==> src/design/memory_game_pkg.sv <==
`default_nettype none

package memory_game_pkg;

    localparam int NUM_CARDS    = 16;
    localparam int NUM_PICTURES = 8;
    localparam int WIN_MATCHES  = 8;
    localparam int COORD_W      = 10;

    // Cards 0, 1, 13 and 14 start upside down
    localparam logic [NUM_CARDS-1:0] SHOW_FLIP_MASK = 16'h6003;

    // Red in the high nibble, green in the low nibble
    localparam logic [7:0] PICTURE_PALETTE [NUM_PICTURES] = '{
        8'hF0, 8'h0F, 8'hFF, 8'h84,
        8'h48, 8'hC3, 8'h3C, 8'h99
    };

    typedef enum logic [1:0] {
        INIT,
        SHOW,
        GAME,
        FINISH
    } game_state_e;

    typedef enum logic [1:0] {
        PICK_PAIR,
        PICK_ROTATE,
        PICK_CLEAR
    } pick_op_e;

    typedef logic [3:0] card_idx_t;
    typedef logic [NUM_CARDS-1:0] card_mask_t;

    // second is only looked at for PICK_PAIR
    typedef struct packed {
        pick_op_e  op;
        card_idx_t first;
        card_idx_t second;
    } pick_t;

    typedef struct packed {
        logic [3:0] red;
        logic [3:0] green;
        logic [3:0] blue;
    } rgb_t;

    typedef struct packed {
        logic hsync;
        logic vsync;
        rgb_t rgb;
    } vga_out_t;

    typedef struct packed {
        logic [COORD_W-1:0] h;
        logic [COORD_W-1:0] v;
        logic               active;
    } screen_pos_t;

    typedef struct packed {
        card_idx_t  card;
        logic [3:0] row;
    } tile_coord_t;

endpackage

`default_nettype wire
==> src/design/memory_game_top.sv <==
`timescale 1ns/1ps
`default_nettype none

module memory_game_top #(
    parameter int DEBOUNCE_LEN = 7,
    parameter int H_ACTIVE     = 640,
    parameter int H_FRONT      = 16,
    parameter int H_SYNC       = 96,
    parameter int H_BACK       = 48,
    parameter int V_ACTIVE     = 480,
    parameter int V_FRONT      = 10,
    parameter int V_SYNC       = 2,
    parameter int V_BACK       = 33
) (
    input  logic                         clk,
    input  logic                         rst,
    input  logic                         start_i,
    input  logic                         hint_i,
    input  logic                         pick_valid_i,
    input  memory_game_pkg::pick_t       pick_i,
    output logic                         credit_o,
    output memory_game_pkg::vga_out_t    vga_o,
    output memory_game_pkg::game_state_e state_o,
    output memory_game_pkg::card_mask_t  visible_o,
    output logic                         pass_o
);

    logic                         start_pulse;
    logic                         hsync;
    logic                         vsync;
    memory_game_pkg::card_mask_t  flip_mask;
    memory_game_pkg::screen_pos_t pos;
    memory_game_pkg::tile_coord_t coord;
    memory_game_pkg::rgb_t        rgb;

    start_conditioner #(
        .DEBOUNCE_LEN(DEBOUNCE_LEN)
    ) u_start (
        .clk          (clk),
        .rst          (rst),
        .start_i      (start_i),
        .start_pulse_o(start_pulse)
    );

    game_ctrl u_ctrl (
        .clk           (clk),
        .rst           (rst),
        .start_pulse_i (start_pulse),
        .hint_i        (hint_i),
        .pick_valid_i  (pick_valid_i),
        .pick_i        (pick_i),
        .credit_o      (credit_o),
        .state_o       (state_o),
        .flip_mask_o   (flip_mask),
        .visible_mask_o(visible_o),
        .pass_o        (pass_o)
    );

    vga_timing #(
        .H_ACTIVE(H_ACTIVE), .H_FRONT(H_FRONT), .H_SYNC(H_SYNC), .H_BACK(H_BACK),
        .V_ACTIVE(V_ACTIVE), .V_FRONT(V_FRONT), .V_SYNC(V_SYNC), .V_BACK(V_BACK)
    ) u_timing (
        .clk    (clk),
        .rst    (rst),
        .pos_o  (pos),
        .hsync_o(hsync),
        .vsync_o(vsync)
    );

    tile_addr_gen #(
        .H_ACTIVE(H_ACTIVE),
        .V_ACTIVE(V_ACTIVE)
    ) u_addr (
        .pos_i      (pos),
        .flip_mask_i(flip_mask),
        .coord_o    (coord)
    );

    tile_pixel u_pixel (
        .pos_i         (pos),
        .coord_i       (coord),
        .visible_mask_i(visible_o),
        .rgb_o         (rgb)
    );

    assign vga_o = '{hsync: hsync, vsync: vsync, rgb: rgb};

endmodule

`default_nettype wire

==> src/design/tile_pixel.sv <==
`timescale 1ns/1ps
`default_nettype none

module tile_pixel (
    input  memory_game_pkg::screen_pos_t pos_i,
    input  memory_game_pkg::tile_coord_t coord_i,
    input  memory_game_pkg::card_mask_t  visible_mask_i,
    output memory_game_pkg::rgb_t        rgb_o
);

    localparam int PIC_W = $clog2(memory_game_pkg::NUM_PICTURES);

    logic [PIC_W-1:0]      picture;
    logic [7:0]            palette;
    memory_game_pkg::rgb_t image;
    logic                  show_pixel;

    // Two cards per picture, k and k+8
    assign picture = coord_i.card[PIC_W-1:0];
    assign palette = memory_game_pkg::PICTURE_PALETTE[picture];

    assign image.red   = palette[7:4];
    assign image.green = palette[3:0];
    assign image.blue  = coord_i.row;

    assign show_pixel = pos_i.active && visible_mask_i[coord_i.card];

    // Hidden cards and blanking are black
    assign rgb_o = show_pixel ? image : '0;

endmodule

`default_nettype wire

==> src/design/tile_addr_gen.sv <==
`timescale 1ns/1ps
`default_nettype none

module tile_addr_gen #(
    parameter int H_ACTIVE = 640,
    parameter int V_ACTIVE = 480
) (
    input  memory_game_pkg::screen_pos_t pos_i,
    input  memory_game_pkg::card_mask_t  flip_mask_i,
    output memory_game_pkg::tile_coord_t coord_o
);

    localparam int CW     = memory_game_pkg::COORD_W;
    localparam int GRID   = 4;
    localparam int TILE_W = H_ACTIVE / GRID;
    localparam int TILE_H = V_ACTIVE / GRID;

    logic [CW-1:0]                 col;
    logic [CW-1:0]                 row;
    logic [CW-1:0]                 tile_row;
    logic [CW-1:0]                 img_row;
    memory_game_pkg::card_idx_t    card;

    assign col = pos_i.h / CW'(TILE_W);
    assign row = pos_i.v / CW'(TILE_H);

    // Row major over the 4x4 grid
    assign card = {row[1:0], col[1:0]};

    assign tile_row = pos_i.v % CW'(TILE_H);

    // Flipped cards read their rows bottom up
    assign img_row = flip_mask_i[card] ? CW'(TILE_H - 1) - tile_row : tile_row;

    assign coord_o.card = card;
    assign coord_o.row  = img_row[3:0];

endmodule

`default_nettype wire

==> src/design/vga_timing.sv <==
`timescale 1ns/1ps
`default_nettype none

module vga_timing #(
    parameter int H_ACTIVE = 640,
    parameter int H_FRONT  = 16,
    parameter int H_SYNC   = 96,
    parameter int H_BACK   = 48,
    parameter int V_ACTIVE = 480,
    parameter int V_FRONT  = 10,
    parameter int V_SYNC   = 2,
    parameter int V_BACK   = 33
) (
    input  logic                         clk,
    input  logic                         rst,
    output memory_game_pkg::screen_pos_t pos_o,
    output logic                         hsync_o,
    output logic                         vsync_o
);

    localparam int CW       = memory_game_pkg::COORD_W;
    localparam int H_TOTAL  = H_ACTIVE + H_FRONT + H_SYNC + H_BACK;
    localparam int V_TOTAL  = V_ACTIVE + V_FRONT + V_SYNC + V_BACK;
    localparam int HS_START = H_ACTIVE + H_FRONT;
    localparam int VS_START = V_ACTIVE + V_FRONT;

    logic [CW-1:0] pix_q;
    logic [CW-1:0] pix_d;
    logic [CW-1:0] line_q;
    logic [CW-1:0] line_d;
    logic          active;

    always_comb begin
        pix_d  = pix_q + 1'b1;
        line_d = line_q;
        if (pix_q == CW'(H_TOTAL - 1)) begin
            pix_d  = '0;
            line_d = (line_q == CW'(V_TOTAL - 1)) ? '0 : line_q + 1'b1;
        end
    end

    // Syncs come from the next count so they line up with the counters
    always_ff @(posedge clk or posedge rst) begin
        if (rst) begin
            pix_q   <= '0;
            line_q  <= '0;
            hsync_o <= 1'b1;
            vsync_o <= 1'b1;
        end else begin
            pix_q   <= pix_d;
            line_q  <= line_d;
            hsync_o <= !(pix_d >= CW'(HS_START) && pix_d < CW'(HS_START + H_SYNC));
            vsync_o <= !(line_d >= CW'(VS_START) && line_d < CW'(VS_START + V_SYNC));
        end
    end

    assign active = pix_q < CW'(H_ACTIVE) && line_q < CW'(V_ACTIVE);

    assign pos_o.h      = active ? pix_q : '0;
    assign pos_o.v      = active ? line_q : '0;
    assign pos_o.active = active;

endmodule

`default_nettype wire

==> src/design/game_ctrl.sv <==
`timescale 1ns/1ps
`default_nettype none

module game_ctrl (
    input  logic                        clk,
    input  logic                        rst,
    input  logic                        start_pulse_i,
    input  logic                        hint_i,
    input  logic                        pick_valid_i,
    input  memory_game_pkg::pick_t      pick_i,
    output logic                        credit_o,
    output memory_game_pkg::game_state_e state_o,
    output memory_game_pkg::card_mask_t flip_mask_o,
    output memory_game_pkg::card_mask_t visible_mask_o,
    output logic                        pass_o
);

    localparam int PIC_W = $clog2(memory_game_pkg::NUM_PICTURES);
    localparam int CNT_W = $clog2(memory_game_pkg::WIN_MATCHES + 1);

    memory_game_pkg::game_state_e state_q;
    memory_game_pkg::game_state_e state_d;
    memory_game_pkg::card_mask_t  shown_q;
    memory_game_pkg::card_mask_t  good_q;
    memory_game_pkg::card_mask_t  flip_q;
    logic                         armed_q;
    logic [CNT_W-1:0]             match_cnt_q;
    logic                         boot_done_q;
    logic                         apply_evt;
    logic                         pair_distinct;
    logic                         pair_match;

    always_comb begin
        state_d = state_q;
        case (state_q)
            memory_game_pkg::INIT: begin
                if (start_pulse_i) state_d = memory_game_pkg::SHOW;
            end
            memory_game_pkg::SHOW: begin
                if (start_pulse_i) state_d = memory_game_pkg::GAME;
            end
            memory_game_pkg::GAME: begin
                if (match_cnt_q == CNT_W'(memory_game_pkg::WIN_MATCHES)) begin
                    state_d = memory_game_pkg::FINISH;
                end
            end
            memory_game_pkg::FINISH: begin
                if (start_pulse_i) state_d = memory_game_pkg::INIT;
            end
            default: state_d = memory_game_pkg::INIT;
        endcase
    end

    // Events only act in GAME with the hint released
    assign apply_evt = pick_valid_i && state_q == memory_game_pkg::GAME && !hint_i;

    assign pair_distinct = pick_i.first != pick_i.second;

    // Same picture, same orientation, and no card already solved
    assign pair_match = pair_distinct
        && pick_i.first[PIC_W-1:0] == pick_i.second[PIC_W-1:0]
        && flip_q[pick_i.first] == flip_q[pick_i.second]
        && !good_q[pick_i.first] && !good_q[pick_i.second];

    always_ff @(posedge clk or posedge rst) begin
        if (rst) begin
            state_q     <= memory_game_pkg::INIT;
            shown_q     <= '0;
            good_q      <= '0;
            flip_q      <= '0;
            armed_q     <= 1'b0;
            match_cnt_q <= '0;
            boot_done_q <= 1'b0;
            credit_o    <= 1'b0;
        end else begin
            state_q     <= state_d;
            boot_done_q <= 1'b1;
            // One initial credit, then one back per event
            credit_o    <= pick_valid_i | ~boot_done_q;

            case (state_q)
                memory_game_pkg::INIT: begin
                    shown_q     <= '0;
                    good_q      <= '0;
                    flip_q      <= '0;
                    armed_q     <= 1'b1;
                    match_cnt_q <= '0;
                end
                memory_game_pkg::SHOW: begin
                    shown_q     <= start_pulse_i ? '0 : '1;
                    good_q      <= '0;
                    flip_q      <= memory_game_pkg::SHOW_FLIP_MASK;
                    armed_q     <= 1'b1;
                    match_cnt_q <= '0;
                end
                memory_game_pkg::GAME: begin
                    if (apply_evt) begin
                        case (pick_i.op)
                            memory_game_pkg::PICK_PAIR: begin
                                if (armed_q && pair_distinct) begin
                                    shown_q[pick_i.first]  <= 1'b1;
                                    shown_q[pick_i.second] <= 1'b1;
                                    armed_q                <= 1'b0;
                                    if (pair_match) begin
                                        good_q[pick_i.first]  <= 1'b1;
                                        good_q[pick_i.second] <= 1'b1;
                                        match_cnt_q           <= match_cnt_q + 1'b1;
                                    end
                                end
                            end
                            memory_game_pkg::PICK_ROTATE: begin
                                if (armed_q) begin
                                    shown_q[pick_i.first] <= 1'b1;
                                    flip_q[pick_i.first]  <= ~flip_q[pick_i.first];
                                    armed_q               <= 1'b0;
                                end
                            end
                            memory_game_pkg::PICK_CLEAR: begin
                                if (!armed_q) begin
                                    shown_q <= '0;
                                    armed_q <= 1'b1;
                                end
                            end
                            default: ;
                        endcase
                    end
                end
                memory_game_pkg::FINISH: begin
                    shown_q <= '1;
                    armed_q <= 1'b1;
                end
                default: ;
            endcase
        end
    end

    assign state_o     = state_q;
    assign flip_mask_o = flip_q;
    assign pass_o      = state_q == memory_game_pkg::FINISH;

    // Hint reveals everything while held
    assign visible_mask_o = (state_q == memory_game_pkg::GAME && hint_i)
                          ? '1 : (shown_q | good_q);

endmodule

`default_nettype wire

==> src/design/start_conditioner.sv <==
`timescale 1ns/1ps
`default_nettype none

module start_conditioner #(
    parameter int DEBOUNCE_LEN = 7
) (
    input  logic clk,
    input  logic rst,
    input  logic start_i,
    output logic start_pulse_o
);

    logic [DEBOUNCE_LEN-1:0] samples_q;
    logic                    pressed;
    logic                    pressed_q;

    // Newest sample enters at bit 0
    always_ff @(posedge clk or posedge rst) begin
        if (rst) begin
            samples_q <= '0;
        end else begin
            samples_q <= {samples_q[DEBOUNCE_LEN-2:0], start_i};
        end
    end

    assign pressed = &samples_q;

    always_ff @(posedge clk or posedge rst) begin
        if (rst) begin
            pressed_q <= 1'b0;
        end else begin
            pressed_q <= pressed;
        end
    end

    // Rising edge of the debounced level
    assign start_pulse_o = pressed & ~pressed_q;

endmodule

`default_nettype wire

==> config.mk <==
export PLATFORM = sky130hd
export DESIGN_NAME = memory_game_top
export DESIGN_NICKNAME = d
export VERILOG_FILES = /design/src/design/memory_game_pkg.sv /design/src/design/memory_game_top.sv /design/src/design/tile_pixel.sv /design/src/design/tile_addr_gen.sv /design/src/design/vga_timing.sv /design/src/design/game_ctrl.sv /design/src/design/start_conditioner.sv
export SDC_FILE = /design/constraint.sdc
export NUM_CORES = 1
export LEC_CHECK = 0
export BUFFER_PORTS_ARGS = -buffer_cell sky130_fd_sc_hd__buf_4
export CAP_MARGIN = 25
export CORE_UTILIZATION = 54
export CTS_CLUSTER_DIAMETER = 80
export DETAILED_ROUTE_END_ITERATION = 10
export GPL_TIMING_DRIVEN = 0
export PLACE_DENSITY = 0.73
export SLEW_MARGIN = 20
export SYNTH_ARGS = -nofsm -noshare
export SYNTH_HDL_FRONTEND = slang
export SYNTH_SLANG_ARGS = --single-unit
==> constraint.sdc <==
create_clock -name clk -period 4.7 [get_ports clk]
set_input_delay 0.235 -clock clk [delete_from_list [all_inputs] [get_ports clk]]
set_output_delay 0.235 -clock clk [all_outputs]
set_load 0.01 [all_outputs]
==> results.ini <==
[layout]
areaGrowthSynthToFinish_pct=13.65
finalNonFillerCells=833
seq_area_um2=2180
diodes=0
fillCellCount=854
drive_gt1_share_pct=14.20
nNetsFinal=726
fin_util_pct=63.57
multi_input_area_um2=3326

[critical_path]
critPathKind=reg2out
critPathArrivalTime_ps=3810
cp.required_ps=4470
r2r-start=u_ctrl.flip_mask_o[14]
crit_path_end_kind=primary output
ff2ff_path_depth=7
path_max_fanout=11
worstSetupStartpointType=flop
worst-r2r-setup-slack_ps=1430
timing.rr.end=u_ctrl.good_q[3]

[placed_design]
hpwl_um=12240
portBuffers=46
pre_cts_ws_ps=1109
gp_congestion=0.9573
dp_cells=816

[sta]
finalCritPeriodShare_pct=86.08
fin_tns_setup_ps=0
period_needed_ps=4046
setup_viol=0
rsz0062_at_grt=no
max_slew.worst_pin.slew_ps=1019
hold_viol=0
finalMaxSlewViolations=0
maxSlewHeadroom_pct=31.41
fmax_ghz=0.2472
setup_ws_ps=654.0
skew_ps=8.377

[logic_synthesis]
ys.flop_type=dfrtp_1
synth_edf_count=0
yosys_warnings=0
synth_common_cells=dfrtp_1 (85), nand2_1 (62), nor2_1 (54), o21ai_0 (52), a21oi_1 (44)
async_flop_share_pct=100.0
syn_area_per_cell_um2=9.122
ys_seq_area_share_pct=37.75
synth.distinct_cells=64
syn_inst=633
yosysMostFrequentCell=dfrtp_1
ys_ff_latch=87
synth_nets=666
netlist.area_leader.share_pct=36.84
synth_area_um2=5774
synth_area_leader_cell=dfrtp_1
synth_area_leaders=dfrtp_1 (37%), o21ai_0 (4.5%), mux4_2 (4.3%)

[global_routing]
antenna_found_initial=0
grt_pass1_vias=4904
grt_overflow=0
grtUsageTotal_pct=30.34
grt_start_max_net_pins=58
grt_pass1_wl_um=25810

[clocking]
ctsHtreeMaxLevel=3
worstSkewPairLatency_ps=360
clock-sinks=87
clk_path_buf_depth=2
cts_tree=built
cts_made_buffers=9
path_clk_slew_ps=90
cts_root_buffer=clkbuf_8

[status]
status=finished clean

[drt]
via_per_inst=6.258
dr.pass1.iters=8
drc=0
drtAntennaViolNets=0
routedWlPerCell_um=19.47
via_count=5213
wirelength_um=16220
drt_iter0_markers=523

[pwr]
power_uw=2833
leakage_uw=0.002947
ir_worst_vdd_mv=0.2935
power_density_nw_per_um2=431.7

[die]
core_area_um2=10320
ioPinCount=49
fp.dieH_um=105.4
die_x_um=105.4
start_util_pct=55.93
dieArea_um2=11110
num_rows=37

[hold_path]
hp-class=in2reg
min_from=pick_valid_i
whs_endpoint=u_ctrl.credit_o
hold_depth=2

[flow_run]
maxCapViolations=0

## flip-flops by register name (all words and copies together) (netlist names)
signal and cells:
u_timing.line_q 10, u_start.pressed_q 1, u_ctrl.state_o 2, u_ctrl.good_q 16
u_ctrl.credit_o 1, u_timing.hsync_o 1, u_ctrl.armed_q 1, u_ctrl.shown_q 16
u_ctrl.match_cnt_q 4, u_ctrl.boot_done_q 1, u_ctrl.flip_mask_o 16, u_start.samples_q 7
u_timing.pix_q 10, u_timing.vsync_o 1
## worst max-delay path by stage
stage | to | depth (start not counted) | start | slack, ps
5_1_grt | vga_o[8] | 12 | u_timing.pix_q[5] | 420
3_5_place_dp | vga_o[3] | 12 | u_timing.line_q[5] | 1110
6_report | vga_o[8] | 12 | u_timing.pix_q[5] | 650
2_1_floorplan | vga_o[2] | 10 | u_timing.line_q[8] | 1770
3_3_place_gp | vga_o[10] | 12 | u_timing.pix_q[5] | 1140
4_1_cts | vga_o[8] | 12 | u_timing.line_q[5] | 700
## cells by family after synthesis
kind of cell             share of synthesized area [%]
AND/OR/NAND/NOR                                  19.33
AO/OA/AOI/OAI                                    20.33
adder cells (fa/ha/maj)                          3.900
flip-flops                                       37.75
multiplexers                                     11.40
XOR/XNOR                                         2.579
buffers and inverters                            4.659
other                                          0.06494
## placed cells by master (no fill, tap or decap), types with 15 or more instances in the layout
cell type	Yosys	final
a211o_1	15	15
o31ai_1	25	25
or3_1	22	22
o21ai_0	52	52
nor2_1	54	54
nand3_1	22	22
nand2_1	62	62
buf_4	2	48
dfrtp_1	85	85
inv_1	20	19
a21oi_1	44	44
ha_1	18	18
clkbuf_1	37	38
## report_power, final
part	internal [µW]	leakage [µW]	total (µW)	switching, µW
logic	524	0.00170	1270	742
clock network	326	0.000109	594	268
registers	853	0.00114	973	120
## routing by layer
metal | wire [µm] | global-route usage, % | up-vias
li1 | - | - | 2441
met1 | 7063 | 41.81 | 2513
met2 | 7583 | 48.68 | 236
met3 | 1295 | 5.566 | 23
met4 | 280 | 9.457 | 0
met5 | 0 | 0 | -
## layout make-up
type / count / area share, %
repair buffers: 49 / 5.987
multi-input cells: 481 / 50.68
plain buffers: 45 / 2.955
inverters: 20 / 1.182
well taps: 136 / 2.593
clock inverters: 3 / 1.030
clock buffers: 12 / 2.364
flip-flops and latches: 87 / 33.21
## critical path, cell delays in order (launching register included)
cell and delay (ps):
dfrtp_1 330, clkbuf_1 260, nand2_1 130, a32oi_1 600
nand2_1 300, buf_2 310, mux2_2 310, a211oi_1 260
a311oi_1 70, o21ai_0 330, buf_2 280, a211oi_1 80
buf_4 170
## per-stage QoR
step,hold WS (ps),instance area (µm²)
2_1_floorplan,266.4,5774
6_report,88.73,6563
3_3_place_gp,348.7,6290
5_1_grt,88.47,6563
4_1_cts,78.38,6563
3_5_place_dp,284.4,6320
## repair_timing
action / in CTS / in global routing
setup buffers: 0 / 0
hold endpoints to repair: 29 / 0
resized for setup: 0 / 0
hold buffers: 2 / 0
(Power assumes the default switching activity.)
